==> src/lc3b_types.sv <==
`default_nettype none

package lc3b_types;

    typedef logic [15:0] lc3b_word;
    typedef logic [2:0]  lc3b_reg;
    typedef logic [15:0] lc3b_imm;   // imm5 sext or imm4 zext
    typedef logic [2:0]  lc3b_cc;    // {n, z, p}

    typedef enum logic [3:0] {
        op_br   = 4'b0000,
        op_add  = 4'b0001,
        op_ldb  = 4'b0010,
        op_stb  = 4'b0011,
        op_jsr  = 4'b0100,
        op_and  = 4'b0101,
        op_ldr  = 4'b0110,
        op_str  = 4'b0111,
        op_rti  = 4'b1000,
        op_not  = 4'b1001,
        op_ldi  = 4'b1010,
        op_sti  = 4'b1011,
        op_jmp  = 4'b1100,
        op_shf  = 4'b1101,
        op_lea  = 4'b1110,
        op_trap = 4'b1111
    } lc3b_opcode;

    typedef enum logic [2:0] {
        lc3b_alu_op_pass,
        lc3b_alu_op_add,
        lc3b_alu_op_and,
        lc3b_alu_op_not,
        lc3b_alu_op_sll,
        lc3b_alu_op_srl,
        lc3b_alu_op_sra
    } lc3b_alu_op;

    typedef enum logic [1:0] {
        lc3b_alu_mux_sel_sr2,
        lc3b_alu_mux_sel_imm5,
        lc3b_alu_mux_sel_imm4
    } lc3b_alu_mux_sel;

    typedef struct packed {
        lc3b_reg         regfile_sr1;
        lc3b_reg         regfile_sr2;
        lc3b_alu_mux_sel alu_mux_sel;
        lc3b_alu_op      alu_op;
        logic            cc_load;
        lc3b_reg         regfile_dest;
        logic            regfile_load;
    } lc3b_control_word;

    localparam lc3b_cc CC_RESET = 3'b010;   // Z set out of reset

endpackage : lc3b_types

`default_nettype wire

==> src/ex_bus_if.sv <==
`timescale 1ns/100ps
`default_nettype none

// one decoded instruction handed from decode to execute
interface ex_bus_if;

    logic                         valid;
    lc3b_types::lc3b_control_word ctrl;      // only meaningful with valid
    lc3b_types::lc3b_word         sr1_data;
    lc3b_types::lc3b_word         sr2_data;
    lc3b_types::lc3b_imm          imm;

    modport decode (
        output valid, ctrl, sr1_data, sr2_data, imm
    );

    modport execute (
        input valid, ctrl, sr1_data, sr2_data, imm
    );

endinterface : ex_bus_if

`default_nettype wire

==> src/control_rom.sv <==
`timescale 1ns/100ps
`default_nettype none

module control_rom (
    input  lc3b_types::lc3b_word         ir,
    output lc3b_types::lc3b_control_word ctrl
);

    lc3b_types::lc3b_opcode opcode;
    lc3b_types::lc3b_reg    dest;
    lc3b_types::lc3b_reg    sr1;
    lc3b_types::lc3b_reg    sr2;

    assign opcode = lc3b_types::lc3b_opcode'(ir[15:12]);
    assign dest   = ir[11:9];
    assign sr1    = ir[8:6];
    assign sr2    = ir[2:0];

    always_comb begin
        ctrl = '0;   // unknown opcodes fall through as a no-op

        case (opcode)
            lc3b_types::op_add: begin
                ctrl.regfile_sr1 = sr1;
                ctrl.regfile_sr2 = sr2;
                if (ir[5]) begin
                    ctrl.alu_mux_sel = lc3b_types::lc3b_alu_mux_sel_imm5;
                end else begin
                    ctrl.alu_mux_sel = lc3b_types::lc3b_alu_mux_sel_sr2;
                end
                ctrl.alu_op       = lc3b_types::lc3b_alu_op_add;
                ctrl.cc_load      = 1'b1;
                ctrl.regfile_dest = dest;
                ctrl.regfile_load = 1'b1;
            end

            lc3b_types::op_and: begin
                ctrl.regfile_sr1 = sr1;
                ctrl.regfile_sr2 = sr2;
                if (ir[5]) begin
                    ctrl.alu_mux_sel = lc3b_types::lc3b_alu_mux_sel_imm5;
                end else begin
                    ctrl.alu_mux_sel = lc3b_types::lc3b_alu_mux_sel_sr2;
                end
                ctrl.alu_op       = lc3b_types::lc3b_alu_op_and;
                ctrl.cc_load      = 1'b1;
                ctrl.regfile_dest = dest;
                ctrl.regfile_load = 1'b1;
            end

            lc3b_types::op_not: begin
                ctrl.regfile_sr1  = sr1;
                ctrl.alu_op       = lc3b_types::lc3b_alu_op_not;
                ctrl.cc_load      = 1'b1;
                ctrl.regfile_dest = dest;
                ctrl.regfile_load = 1'b1;
            end

            lc3b_types::op_shf: begin
                ctrl.regfile_sr1 = sr1;
                ctrl.alu_mux_sel = lc3b_types::lc3b_alu_mux_sel_imm4;
                if (!ir[4]) begin
                    ctrl.alu_op = lc3b_types::lc3b_alu_op_sll;
                end else if (!ir[5]) begin
                    ctrl.alu_op = lc3b_types::lc3b_alu_op_srl;   // logical
                end else begin
                    ctrl.alu_op = lc3b_types::lc3b_alu_op_sra;   // arithmetic
                end
                ctrl.cc_load      = 1'b1;
                ctrl.regfile_dest = dest;
                ctrl.regfile_load = 1'b1;
            end

            default: begin
                ctrl = '0;
            end
        endcase
    end

endmodule : control_rom

`default_nettype wire

==> src/regfile.sv <==
`timescale 1ns/100ps
`default_nettype none

module regfile (
    input  wire                  clk,
    input  wire                  rst_n,
    input  wire                  we,
    input  lc3b_types::lc3b_reg  waddr,
    input  lc3b_types::lc3b_word wdata,
    input  lc3b_types::lc3b_reg  raddr1,
    input  lc3b_types::lc3b_reg  raddr2,
    output lc3b_types::lc3b_word rdata1,
    output lc3b_types::lc3b_word rdata2
);

    lc3b_types::lc3b_word regs [8];

    always_ff @(posedge clk or negedge rst_n) begin
        if (!rst_n) begin
            for (int i = 0; i < 8; i++) begin
                regs[i] <= '0;   // all registers start at zero
            end
        end else if (we) begin
            regs[waddr] <= wdata;
        end
    end

    // asynchronous reads, new value visible right after the write edge
    assign rdata1 = regs[raddr1];
    assign rdata2 = regs[raddr2];

    // execute must hand over a clean destination on every write
    a_waddr_known : assert property (
        @(posedge clk) disable iff (!rst_n)
        we |-> !$isunknown(waddr)
    );

endmodule : regfile

`default_nettype wire

==> src/decode_stage.sv <==
`timescale 1ns/100ps
`default_nettype none

module decode_stage (
    input  wire                  clk,
    input  wire                  rst_n,
    input  wire                  instr_valid,
    input  lc3b_types::lc3b_word instr,
    output lc3b_types::lc3b_reg  raddr1,
    output lc3b_types::lc3b_reg  raddr2,
    input  lc3b_types::lc3b_word rdata1,
    input  lc3b_types::lc3b_word rdata2,
    ex_bus_if.decode             bus
);

    logic                         ir_valid;
    lc3b_types::lc3b_word         ir;
    lc3b_types::lc3b_control_word ctrl;

    always_ff @(posedge clk or negedge rst_n) begin
        if (!rst_n) begin
            ir_valid <= 1'b0;
        end else begin
            ir_valid <= instr_valid;   // one instruction per cycle, never refused
        end
    end

    always_ff @(posedge clk) begin
        if (instr_valid) begin
            ir <= instr;
        end
    end

    control_rom control_rom_i (
        .ir   (ir),
        .ctrl (ctrl)
    );

    assign raddr1 = ctrl.regfile_sr1;
    assign raddr2 = ctrl.regfile_sr2;

    always_comb begin
        if (ctrl.alu_mux_sel == lc3b_types::lc3b_alu_mux_sel_imm4) begin
            bus.imm = {12'b0, ir[3:0]};           // shift amount
        end else begin
            bus.imm = {{11{ir[4]}}, ir[4:0]};     // imm5 sext
        end
    end

    assign bus.valid    = ir_valid;
    assign bus.ctrl     = ctrl;
    assign bus.sr1_data = rdata1;
    assign bus.sr2_data = rdata2;

endmodule : decode_stage

`default_nettype wire

==> src/execute_stage.sv <==
`timescale 1ns/100ps
`default_nettype none

module execute_stage (
    input  wire                  clk,
    input  wire                  rst_n,
    ex_bus_if.execute            bus,
    output logic                 we,
    output lc3b_types::lc3b_reg  waddr,
    output lc3b_types::lc3b_word wdata,
    output logic                 wb_valid,
    output lc3b_types::lc3b_reg  wb_dest,
    output lc3b_types::lc3b_word wb_data,
    output lc3b_types::lc3b_cc   cc
);

    lc3b_types::lc3b_word alu_a;
    lc3b_types::lc3b_word alu_b;
    lc3b_types::lc3b_word alu_out;
    logic [3:0]           shamt;
    lc3b_types::lc3b_cc   cc_next;
    logic                 load;

    assign alu_a = bus.sr1_data;

    always_comb begin
        case (bus.ctrl.alu_mux_sel)
            lc3b_types::lc3b_alu_mux_sel_imm5,
            lc3b_types::lc3b_alu_mux_sel_imm4: alu_b = bus.imm;
            default:                           alu_b = bus.sr2_data;
        endcase
    end

    assign shamt = alu_b[3:0];   // only the low nibble shifts

    always_comb begin
        case (bus.ctrl.alu_op)
            lc3b_types::lc3b_alu_op_add: alu_out = alu_a + alu_b;   // wraps at 16 bits
            lc3b_types::lc3b_alu_op_and: alu_out = alu_a & alu_b;
            lc3b_types::lc3b_alu_op_not: alu_out = ~alu_a;
            lc3b_types::lc3b_alu_op_sll: alu_out = alu_a << shamt;
            lc3b_types::lc3b_alu_op_srl: alu_out = alu_a >> shamt;
            lc3b_types::lc3b_alu_op_sra: alu_out = lc3b_types::lc3b_word'($signed(alu_a) >>> shamt);
            default:                     alu_out = alu_a;
        endcase
    end

    assign cc_next = {alu_out[15], alu_out == '0, !alu_out[15] && (alu_out != '0)};

    assign load = bus.valid && bus.ctrl.regfile_load;

    // register file is written at the same edge as the writeback registers
    assign we    = load;
    assign waddr = bus.ctrl.regfile_dest;
    assign wdata = alu_out;

    always_ff @(posedge clk or negedge rst_n) begin
        if (!rst_n) begin
            wb_valid <= 1'b0;
            cc       <= lc3b_types::CC_RESET;
        end else begin
            wb_valid <= load;
            if (bus.valid && bus.ctrl.cc_load) begin
                cc <= cc_next;
            end
        end
    end

    always_ff @(posedge clk) begin
        if (load) begin
            wb_dest <= bus.ctrl.regfile_dest;
            wb_data <= alu_out;
        end
    end

    a_wb_data_known : assert property (
        @(posedge clk) disable iff (!rst_n)
        wb_valid |-> !$isunknown(wb_data)
    );

endmodule : execute_stage

`default_nettype wire

==> src/lc3b_alu_pipe.sv <==
`timescale 1ns/100ps
`default_nettype none

module lc3b_alu_pipe (
    input  wire                  clk,
    input  wire                  rst_n,
    input  wire                  instr_valid,
    input  lc3b_types::lc3b_word instr,
    output logic                 wb_valid,
    output lc3b_types::lc3b_reg  wb_dest,
    output lc3b_types::lc3b_word wb_data,
    output lc3b_types::lc3b_cc   cc
);

    lc3b_types::lc3b_reg  raddr1;
    lc3b_types::lc3b_reg  raddr2;
    lc3b_types::lc3b_word rdata1;
    lc3b_types::lc3b_word rdata2;
    logic                 rf_we;
    lc3b_types::lc3b_reg  rf_waddr;
    lc3b_types::lc3b_word rf_wdata;

    ex_bus_if ex_bus ();

    decode_stage decode_stage_i (
        .clk         (clk),
        .rst_n       (rst_n),
        .instr_valid (instr_valid),
        .instr       (instr),
        .raddr1      (raddr1),
        .raddr2      (raddr2),
        .rdata1      (rdata1),
        .rdata2      (rdata2),
        .bus         (ex_bus.decode)
    );

    execute_stage execute_stage_i (
        .clk      (clk),
        .rst_n    (rst_n),
        .bus      (ex_bus.execute),
        .we       (rf_we),
        .waddr    (rf_waddr),
        .wdata    (rf_wdata),
        .wb_valid (wb_valid),
        .wb_dest  (wb_dest),
        .wb_data  (wb_data),
        .cc       (cc)
    );

    regfile regfile_i (
        .clk    (clk),
        .rst_n  (rst_n),
        .we     (rf_we),
        .waddr  (rf_waddr),
        .wdata  (rf_wdata),
        .raddr1 (raddr1),
        .raddr2 (raddr2),
        .rdata1 (rdata1),
        .rdata2 (rdata2)
    );

endmodule : lc3b_alu_pipe

`default_nettype wire

==> config.mk <==
export PLATFORM = sky130hd
export DESIGN_NAME = lc3b_alu_pipe
export DESIGN_NICKNAME = d
export VERILOG_FILES = /design/src/lc3b_types.sv /design/src/ex_bus_if.sv /design/src/control_rom.sv /design/src/regfile.sv /design/src/decode_stage.sv /design/src/execute_stage.sv /design/src/lc3b_alu_pipe.sv
export SDC_FILE = /design/constraint.sdc
export NUM_CORES = 1
export LEC_CHECK = 0
export BUFFER_PORTS_ARGS = -buffer_cell sky130_fd_sc_hd__buf_2
export CORE_MARGIN = 2
export CORE_UTILIZATION = 30
export CTS_BUF_LIST = sky130_fd_sc_hd__clkbuf_4 sky130_fd_sc_hd__clkbuf_8
export CTS_CLUSTER_SIZE = 12
export DETAILED_ROUTE_END_ITERATION = 10
export HOLD_SLACK_MARGIN = 0.02
export SKIP_LAST_GASP = 1
export SYNTH_ARGS = -nofsm -noshare
export SYNTH_HDL_FRONTEND = slang
export SYNTH_SLANG_ARGS = --single-unit
export TNS_END_PERCENT = 10
==> constraint.sdc <==
create_clock -name clk -period 5.5 [get_ports clk]
set_input_delay 1.1 -clock clk [delete_from_list [all_inputs] [get_ports clk]]
set_output_delay 1.1 -clock clk [all_outputs]
set_load 0.005 [all_outputs]
==> results of run 1 <==
-- worst max-delay path, cell delays in order, from the launching register on --
cell	delay (ps)
edfxtp_1	520
nor3b_4	340
nand2_1	90
ha_1	410
buf_4	220
a21oi_1	130
buf_4	200
a21oi_1	60
ha_1	420
a21o_1	240
a21o_1	180
a21oi_1	230
o21ai_0	170
a2111oi_1	530
o221a_2	290
nand3_1	100
o32ai_2	310
and4b_1	310
and4_1	340
a22o_1	160
-- synthesized netlist by cell type, drive strengths merged, types with 5 or more instances --
master   number  share of area
o221ai       11         0.0082
nor4          8         0.0048
or3           5         0.0027
o221a         6         0.0058
o211a        10         0.0085
nand2b        5         0.0027
nand4         6         0.0032
a221o        16          0.014
nor3         43          0.019
nor2         70          0.023
o21ai        94          0.040
and2         16         0.0085
nor2b        22          0.012
a21oi       102          0.044
o2111ai       9         0.0067
inv          18         0.0060
mux2i        38          0.033
dfrtp       132           0.28
a21o         12         0.0077
and3          5         0.0027
a211oi       38          0.025
ha           17          0.018
clkbuf       73          0.023
edfxtp       35          0.090
o211ai       16          0.011
xor2          5         0.0037
a22oi        17          0.011
a31oi        32          0.017
a221oi       30          0.022
o21a          6         0.0038
nand3        29          0.013
o22ai         8         0.0043
nand2       213          0.069
a2bb2oi       8         0.0075
mux2         70          0.067
buf          39          0.017
-- sequential cells by signal (all words and copies together) (netlist names) --
register / flops
execute_stage_i.wb_data: 16
decode_stage_i.ir: 16
regfile_i.regs: 128
execute_stage_i.cc: 3
execute_stage_i.wb_dest: 3
execute_stage_i.wb_valid: 1
decode_stage_i.bus.valid: 1
-- layout make-up --
cell class	count	area (µm²)	area share
sequential	168	4380	0.3321
tap	518	648.1	0.04913
multi-input combinational	1039	6842	0.5186
clock buffer	19	261.5	0.01982
inverter	18	70.07	0.005312
timing repair buffer	122	854.6	0.06478
clock inverter	13	135.1	0.01024
-- how the worst min path moves through the flow --
stage                                   from                 end  slack, ps  cells past startpoint
final                     regfile_i.regs[25]  regfile_i.regs[25]        510                      2
after CTS                 regfile_i.regs[17]  regfile_i.regs[17]        510                      2
after global routing      regfile_i.regs[18]  regfile_i.regs[18]        540                      2
after global placement    regfile_i.regs[25]  regfile_i.regs[25]        480                      2
after floorplan           regfile_i.regs[18]  regfile_i.regs[18]        460                      2
after detailed placement  regfile_i.regs[17]  regfile_i.regs[17]        490                      2
-- layer usage --
layer	part of all wire	routed length, µm	vias up	track usage
met1	0.44	19250	5527	0.3014
met5	0	0	-	0
li1	-	-	5107	-
met3	0.082	3552	114	0.03257
met2	0.44	19340	661	0.3245
met4	0.033	1432	0	0.07563
-- power by group through the flow --
stage / logic (mW) / registers [mW] / clock network [mW]
2_1_floorplan: 2.12 / 1.65 / 0
3_3_place_gp: 3.11 / 1.73 / 0
3_5_place_dp: 3.09 / 1.73 / 0
4_1_cts: 3.11 / 1.71 / 0.931
5_1_grt: 3.46 / 1.74 / 0.976
6_report: 3.22 / 1.72 / 0.902
-- repair_timing --
action                                 4_1_cts  5_1_grt
setup buffers                                0        6
endpoints found under the hold margin        0        0
cloned                                       0        0
gates resized for setup                      1        2
setup endpoints to repair                    2        8
-- placed cells by master (no fill, tap or decap), drive strengths merged, types with 25 or more instances in the layout --
| cell | instances |
|---|---|
| nand2 | 213 |
| dfrtp | 132 |
| buf | 121 |
| a21oi | 102 |
| o21ai | 94 |
| mux2 | 70 |
| nor2 | 70 |
| nor3 | 43 |
| mux2i | 38 |
| a211oi | 38 |
| edfxtp | 35 |
| a31oi | 32 |
| a221oi | 30 |
| nand3 | 29 |
| inv | 25 |
-- cell families (layout without fill, tap and decap cells) --
logic type      after synthesis  count (layout)  synth area share
mux                         110             110            0.1045
compound gates              455             455            0.2701
fa+ha+maj                    17              17           0.01813
buf+inv                     130             172           0.04681
flops                       168             168            0.3733
simple gates                450             450            0.1820
xor+xnor                      7               7          0.005225
-- per-stage QoR --
| stage | std cells | hold WS (ps) |
|---|---|---|
| 3_3_place_gp | 1859 | 479.3 |
| 4_1_cts | 1891 | 513.1 |
| 6_report | 1897 | 512.4 |
| 3_5_place_dp | 1859 | 489.5 |
| 2_1_floorplan | 1337 | 459.9 |
| 5_1_grt | 1897 | 543.3 |
==> results.sh, run 1 <==
export IMPL_combPwrFrac=0.552
export IMPL_portBuffers=41
export IMPL_final_util=0.3413
export IMPL_synthCells=1337
export IMPL_grt_pass1_wl_mm=67.25
export IMPL_clock_skew_ps=19.04
export IMPL_antenna_found_initial=0
export IMPL_cts_tree="done"
export IMPL_cp_max_fo=14
export IMPL_critical_path_class="reg -> reg"
export IMPL_startpoint="decode_stage_i.ir[12]"
export IMPL_cts_inserted_buffers=17
export IMPL_synthFlopType="dfrtp_1"
export IMPL_fin_ws_ps=192.7
export IMPL_synth_seq_cells=168
export IMPL_drc=0
export IMPL_max_vdd_ir_drop_mv=0.2170
export IMPL_start_kind="flip-flop"
export IMPL_layout_drive_gt1_share=0.1907
export IMPL_grt_start_max_net_pins=93
export IMPL_firstDrtPassIters=6
export IMPL_yosys_warnings=0
export IMPL_final_max_slew_violation_count=0
export IMPL_dp_hpwl_mm=31.15
export IMPL_status="completed"
export IMPL_synth_nets=1373
export IMPL_r2r_start="decode_stage_i.ir[12]"
export IMPL_setup_viol=0
export IMPL_grt_total_usage=0.2115
export IMPL_seq_area_frac_synth=0.3733
export IMPL_avgViaCountPerCell=6.014
export IMPL_via_count=11410
export IMPL_clk_latency_ps=480
export IMPL_grt_pass1_vias=10970
export IMPL_wire_per_inst_um=22.97
export IMPL_clk_pin_slew_ps=100
export IMPL_post_route_min_period_ps=5307
export IMPL_syn2layout_area_growth_pct=12.41
export IMPL_layout_nets=1402
export IMPL_power_frac_seq=0.294
export IMPL_fillCellCount=3936
export IMPL_hold_path_class="reg -> reg"
export IMPL_drt_wl_total_mm=43.58
export IMPL_grt_overflow_total=0
export IMPL_hold_viol_final=0
export IMPL_cts_htree_levels=4
export IMPL_dieWidth_um=201.8
export IMPL_initial_core_util=0.3036
export IMPL_netSwitchingFraction=0.4691
export IMPL_r2r_slack_ps=190
export IMPL_worst_pin_slew_ps=1300
export IMPL_fin_setup_tns_ps=0
export IMPL_synth_area_mm2=0.01174
export IMPL_dieArea_mm2=0.04072
export IMPL_ys_types=93
export IMPL_fin_crit_sh=0.9650
export IMPL_dieHeight_um=201.8
export IMPL_num_antenna_cells=0
export IMPL_power_switching_mw=2.738
export IMPL_synth_edff_count=35
export IMPL_async_flop_share=0.7917
export IMPL_fin_area_mm2=0.01319
export IMPL_cts_root_buf="clkbuf_8"
export IMPL_finalPower_mw=5.836
export IMPL_p_leak_nw=5.449
export IMPL_placed_area_mm2=0.01273
export IMPL_rsz0062_at_grt="no"
export IMPL_place_ws_ps=2.177
export IMPL_ioPinCount=42
export IMPL_p_int_mw=3.099
export IMPL_reg2regPathDepth=19
export IMPL_core_mm2=0.03865
export IMPL_cp_end_kind="flip-flop"
export IMPL_timing_rr_end="execute_stage_i.cc[1]"
export IMPL_gp_congestion=1.031
export IMPL_slew_headroom=0.1314
export IMPL_drtIter0Drc=1465
export IMPL_crit_end="execute_stage_i.cc[1]"
export IMPL_clock_fmax_mhz=188.4
export IMPL_cts_sinks=168
export IMPL_critPathRequiredTime_ps=5930
export IMPL_clkPwrFrac=0.155
export IMPL_arrival_ps=5740
export IMPL_num_rows=72
export IMPL_power_per_cell_area_mw_per_mm2=442.4
export IMPL_max_cap_violations=0
export IMPL_antenna_left=0
export IMPL_postCtsHoldBufs=0
export IMPL_postSynthAreaPerCell_um2=8.777
export IMPL_clockBufferDepth=2
Note: power is estimated with default switching activity, not from simulation.
==> run 2: changes to the inputs <==
clock period = 6.6 ns   (was 5.5 ns; I/O delays follow)
==> results.sh, run 2 (same netlist as run 1, synthesis figures left out) <==
export IMPL_drt_wl_total_mm=44.02
export IMPL_setup_viol=0
export IMPL_cts_sinks=168
export IMPL_cts_htree_levels=4
export IMPL_worst_pin_slew_ps=1209
export IMPL_clk_latency_ps=480
export IMPL_hold_viol_final=0
export IMPL_drtIter0Drc=1216
export IMPL_clock_skew_ps=15.34
export IMPL_avgViaCountPerCell=6.026
export IMPL_fillCellCount=4008
export IMPL_dieWidth_um=201.8
export IMPL_arrival_ps=6240
export IMPL_cts_tree="done"
export IMPL_final_max_slew_violation_count=0
export IMPL_layout_nets=1366
export IMPL_core_mm2=0.03865
export IMPL_final_cells=1861
export IMPL_status="completed"
export IMPL_max_cap_violations=0
export IMPL_initial_core_util=0.3036
export IMPL_power_per_cell_area_mw_per_mm2=371.0
export IMPL_firstDrtPassIters=6
export IMPL_clock_fmax_mhz=171.9
export IMPL_dieHeight_um=201.8
export IMPL_largest_register_ffs=128
export IMPL_fin_setup_tns_ps=0
export IMPL_cp_max_fo=22
export IMPL_whs_ps=503.4
export IMPL_wire_per_inst_um=23.65
export IMPL_dp_cells=1829
export IMPL_cts_setup_buffers=0
export IMPL_cts_inserted_buffers=17
export IMPL_ctsResizeCount=0
export IMPL_portBuffers=41
export IMPL_critical_path_class="reg -> reg"
export IMPL_rsz0062_at_grt="no"
export IMPL_hold_path_class="reg -> reg"
export IMPL_fin_crit_sh=0.8812
export IMPL_num_antenna_cells=0
export IMPL_max_vdd_ir_drop_mv=0.2332
export IMPL_gp_congestion=0.9711
export IMPL_num_rows=72
export IMPL_layout_drive_gt1_share=0.1683
export IMPL_antenna_left=0
export IMPL_clockBufferDepth=2
export IMPL_cp_end_kind="flip-flop"
export IMPL_slew_headroom=0.1878
export IMPL_syn2layout_area_growth_pct=9.788
export IMPL_p_leak_nw=5.250
export IMPL_final_common_cell="nand2_1"
export IMPL_finalPower_mw=4.780
export IMPL_final_util=0.3334
export IMPL_drc=0
export IMPL_clk_pin_slew_ps=90
export IMPL_grt_pass1_wl_mm=67.60
export IMPL_grt_pass1_vias=10970
export IMPL_dieArea_mm2=0.04072
export IMPL_grt_start_max_net_pins=82
export IMPL_post_route_min_period_ps=5816
export IMPL_ioPinCount=42
export IMPL_critPathRequiredTime_ps=7020
export IMPL_start_kind="flip-flop"
export IMPL_regMostFlops="regfile_i.regs"
export IMPL_reg_top3="regfile_i.regs: 128 flops, decode_stage_i.ir: 16 flops, execute_stage_i.wb_data: 16 flops"
export IMPL_via_count=11220
export IMPL_grt_total_usage=0.2149
export IMPL_grt_overflow_total=0
export IMPL_postCtsHoldBufs=0
export IMPL_antenna_found_initial=0
export IMPL_cts_root_buf="clkbuf_8"
export IMPL_final_cell_mix="nand2_1, dfrtp_1, a21oi_1"
export IMPL_dp_hpwl_mm=31.49
==> run 2: cell count changes in the layout (fill, tap and decap cells not counted), moves of 2 or more <==
cell / before / now
clkbuf_4: 0 / 4
buf_4: 77 / 44
buf_12: 3 / 1
inv_6: 4 / 2
clkinv_4: 3 / 1
inv_8: 3 / 0
clkinvlp_4: 0 / 4
==> run 2: routing by layer <==
metal,up-vias,routed length [µm],global-route usage
met2,589,19970,0.3398
met5,-,0,0
met1,5493,19030,0.2943
met4,0,1351,0.07511
li1,5040,-,-
met3,93,3667,0.03983
==> run 2: where the power goes <==
| part | internal, mW | switching [mW] | leakage, nW |
|---|---|---|---|
| clock | 0.365 | 0.387 | 0.194 |
| sequential | 1.25 | 0.173 | 2.11 |
| combinational | 0.919 | 1.68 | 2.95 |
| total | 2.54 | 2.24 | 5.25 |
==> run 2: cell type report <==
| class | count | area (µm²) | share of cell area |
|---|---|---|---|
| tap | 518 | 648.1 | 0.05031 |
| inverter | 18 | 70.07 | 0.005438 |
| clock buffer | 22 | 277.8 | 0.02156 |
| timing repair buffer | 86 | 561.8 | 0.04360 |
| sequential | 168 | 4380 | 0.3400 |
| clock inverter | 10 | 121.4 | 0.009420 |
| multi-input combinational | 1039 | 6824 | 0.5297 |
==> run 2: through the flow <==
stage               cell area, µm²  worst slack, ps
floorplan                    11740             1720
global placement             12480             1031
detailed placement           12480            870.6
CTS                          12880            863.6
global route                 12880            475.4
finish                       12880            784.3
==> run 2: critical path, cell delays in order, from the launching register on <==
cell and delay [ps]:
edfxtp_1 620, nor2b_4 520, and3_1 290, ha_1 170
nand3_2 120, or4_1 790, nand2_4 390, ha_1 270
ha_1 160, inv_1 40, o31a_1 140, o2111ai_1 470
nand3_1 130, nand3_1 130, a41oi_2 360, or3_1 490
nor3_1 230, and4_1 290, a22o_1 140
==> run 2: worst paths after layout <==
check / from / to / slack [ps] / cells after the start
setup / recovery: decode_stage_i.ir[12] / execute_stage_i.cc[1] / 780 / 18
setup reg to reg: decode_stage_i.ir[12] / execute_stage_i.cc[1] / 780 / 18
min in group asynchronous: rst_n / decode_stage_i.bus.valid / 850 / 1
hold reg to reg: execute_stage_i.cc[2] / execute_stage_i.cc[2] / 500 / 2
hold / removal: execute_stage_i.cc[2] / execute_stage_i.cc[2] / 500 / 2
max in group asynchronous: rst_n / regfile_i.regs[74] / 4460 / 2
==> run 3: changes to the inputs <==
PLACE_DENSITY = 0.42   (was not set)
==> results.sh, run 3 (same netlist as run 1, synthesis figures left out) <==
export IMPL_antenna_found_initial=1
export IMPL_start_kind="flip-flop"
export IMPL_cts_sinks=168
export IMPL_via_count=11080
export IMPL_whs_ps=492.8
export IMPL_cp_max_fo=15
export IMPL_cts_setup_buffers=0
export IMPL_max_cap_violations=0
export IMPL_gp_congestion=0.9024
export IMPL_post_route_min_period_ps=5771
export IMPL_avgViaCountPerCell=5.911
export IMPL_ctsResizeCount=0
export IMPL_grt_overflow_total=0
export IMPL_slew_headroom=0.2432
export IMPL_clockBufferDepth=2
export IMPL_critical_path_class="reg -> reg"
export IMPL_hold_path_class="reg -> reg"
export IMPL_layout_nets=1379
export IMPL_p_leak_nw=5.318
export IMPL_grt_pass1_wl_mm=73.87
export IMPL_portBuffers=41
export IMPL_max_vdd_ir_drop_mv=0.1405
export IMPL_fin_ws_ps=829.4
export IMPL_antenna_left=0
export IMPL_clk_latency_ps=470
export IMPL_r2r_slack_ps=830
export IMPL_power_switching_mw=2.309
export IMPL_cp_end_kind="flip-flop"
export IMPL_largest_register_ffs=128
export IMPL_grt_pass1_vias=10750
export IMPL_r2r_start="decode_stage_i.ir[13]"
export IMPL_drc=0
export IMPL_hold_viol_final=0
export IMPL_clkPwrFrac=0.161
export IMPL_timing_rr_end="execute_stage_i.cc[1]"
export IMPL_crit_slowest_cell="and3b_1"
export IMPL_core_mm2=0.03865
export IMPL_status="completed"
export IMPL_combPwrFrac=0.544
export IMPL_power_per_cell_area_mw_per_mm2=375.6
export IMPL_cts_htree_levels=4
export IMPL_clock_skew_ps=19.03
export IMPL_dp_cells=1842
export IMPL_num_rows=72
export IMPL_clock_fmax_mhz=173.3
export IMPL_finalPower_mw=4.879
export IMPL_holdPathStages=2
export IMPL_worst_pin_slew_ps=1132
export IMPL_max_stage_delay_ps=730
export IMPL_dieWidth_um=201.8
export IMPL_fin_setup_tns_ps=0
export IMPL_ioPinCount=42
export IMPL_hp_start="execute_stage_i.cc[2]"
export IMPL_place_ws_ps=924.5
export IMPL_worstHoldEndpoint="execute_stage_i.cc[2]"
export IMPL_fin_crit_sh=0.8743
export IMPL_power_frac_seq=0.295
export IMPL_path_delay_family="compound AO/OA/AOI/OAI gates"
export IMPL_cts_inserted_buffers=17
export IMPL_firstDrtPassIters=5
export IMPL_reg2regPathDepth=18
export IMPL_dp_hpwl_mm=34.98
export IMPL_final_util=0.3361
export IMPL_p_int_mw=2.570
export IMPL_path_buf_inv=2
export IMPL_final_cell_mix="nand2_1, dfrtp_1, a21oi_1"
export IMPL_syn2layout_area_growth_pct=10.68
export IMPL_grt_total_usage=0.2399
export IMPL_dieArea_mm2=0.04072
export IMPL_placed_area_mm2=0.01258
export IMPL_critPathRequiredTime_ps=7020
export IMPL_grt_start_max_net_pins=80
export IMPL_fin_area_mm2=0.01299
export IMPL_drtIter0Drc=1104
export IMPL_setup_viol=0
export IMPL_postCtsHoldBufs=0
export IMPL_rsz0062_at_grt="no"
export IMPL_clk_pin_slew_ps=100
export IMPL_final_cells=1875
export IMPL_layout_drive_gt1_share=0.1777
export IMPL_initial_core_util=0.3036
export IMPL_final_common_cell="nand2_1"
export IMPL_final_max_slew_violation_count=0
export IMPL_regMostFlops="regfile_i.regs"
export IMPL_drt_wl_total_mm=48.78
export IMPL_cp_cell_sequence="and3b_1, buf_4, a22oi_1, o211a_1, nor2_1, ha_1, a21o_1, a21o_1, a21oi_1, o21ai_0, a2111oi_0, o221a_2, nand3_1, o32ai_2, buf_4, and4b_1, and4_1, a22o_1"
export IMPL_arrival_ps=6190
export IMPL_cts_root_buf="clkbuf_8"
export IMPL_wire_per_inst_um=26.01
export IMPL_netSwitchingFraction=0.4732
export IMPL_dieHeight_um=201.8
export IMPL_reg_top3="regfile_i.regs: 128 flops, decode_stage_i.ir: 16 flops, execute_stage_i.wb_data: 16 flops"
export IMPL_cts_tree="done"
-- run 3: worst reg2reg max path: stages (launching register included) --
cell       delay (ps)
edfxtp_1          600
and3b_1           740
buf_4             310
a22oi_1            80
o211a_1           210
nor2_1            500
ha_1              460
a21o_1            240
a21o_1            170
a21oi_1           230
o21ai_0           160
a2111oi_0         570
o221a_2           300
nand3_1            90
o32ai_2           230
buf_4             240
and4b_1           190
and4_1            250
a22o_1            140
-- run 3: worst max-delay path by stage --
stage | from | end | slack [ps] | cells after the start
4_1_cts | decode_stage_i.ir[13] | execute_stage_i.cc[0] | 900 | 18
6_report | decode_stage_i.ir[13] | execute_stage_i.cc[1] | 830 | 18
3_5_place_dp | decode_stage_i.ir[13] | execute_stage_i.cc[0] | 920 | 18
5_1_grt | decode_stage_i.ir[13] | execute_stage_i.cc[1] | 420 | 18
3_3_place_gp | decode_stage_i.ir[12] | execute_stage_i.cc[0] | 1000 | 16
2_1_floorplan | decode_stage_i.ir[12] | execute_stage_i.cc[0] | 1720 | 23
-- run 3: power by group through the flow --
stage          registers (mW)  clock network [mW]  logic, mW
4_1_cts                  1.44               0.811       2.60
2_1_floorplan            1.38                   0       1.77
3_5_place_dp             1.46                   0       2.58
6_report                 1.44               0.784       2.65
5_1_grt                  1.47               0.853       2.87
3_3_place_gp             1.46                   0       2.62
-- run 3: final cells by class --
type | count | area, µm²
diodes | 1 | 2.502
clock buffers | 23 | 291.5
clock inverters | 9 | 115.1
fillers | 4051 | 25660
inverters | 18 | 70.07
multi-input cells | 1039 | 6834
flip-flops and latches | 168 | 4380
well taps | 518 | 648.1
repair buffers | 99 | 646.9
-- run 3: per-layer routing --
layer	GRT usage	vias up	wire, µm
li1	-	5064	-
met1	0.3613	5541	23650
met2	0.3681	417	21600
met3	0.02080	61	2562
met4	0.06145	0	964
met5	0	-	0
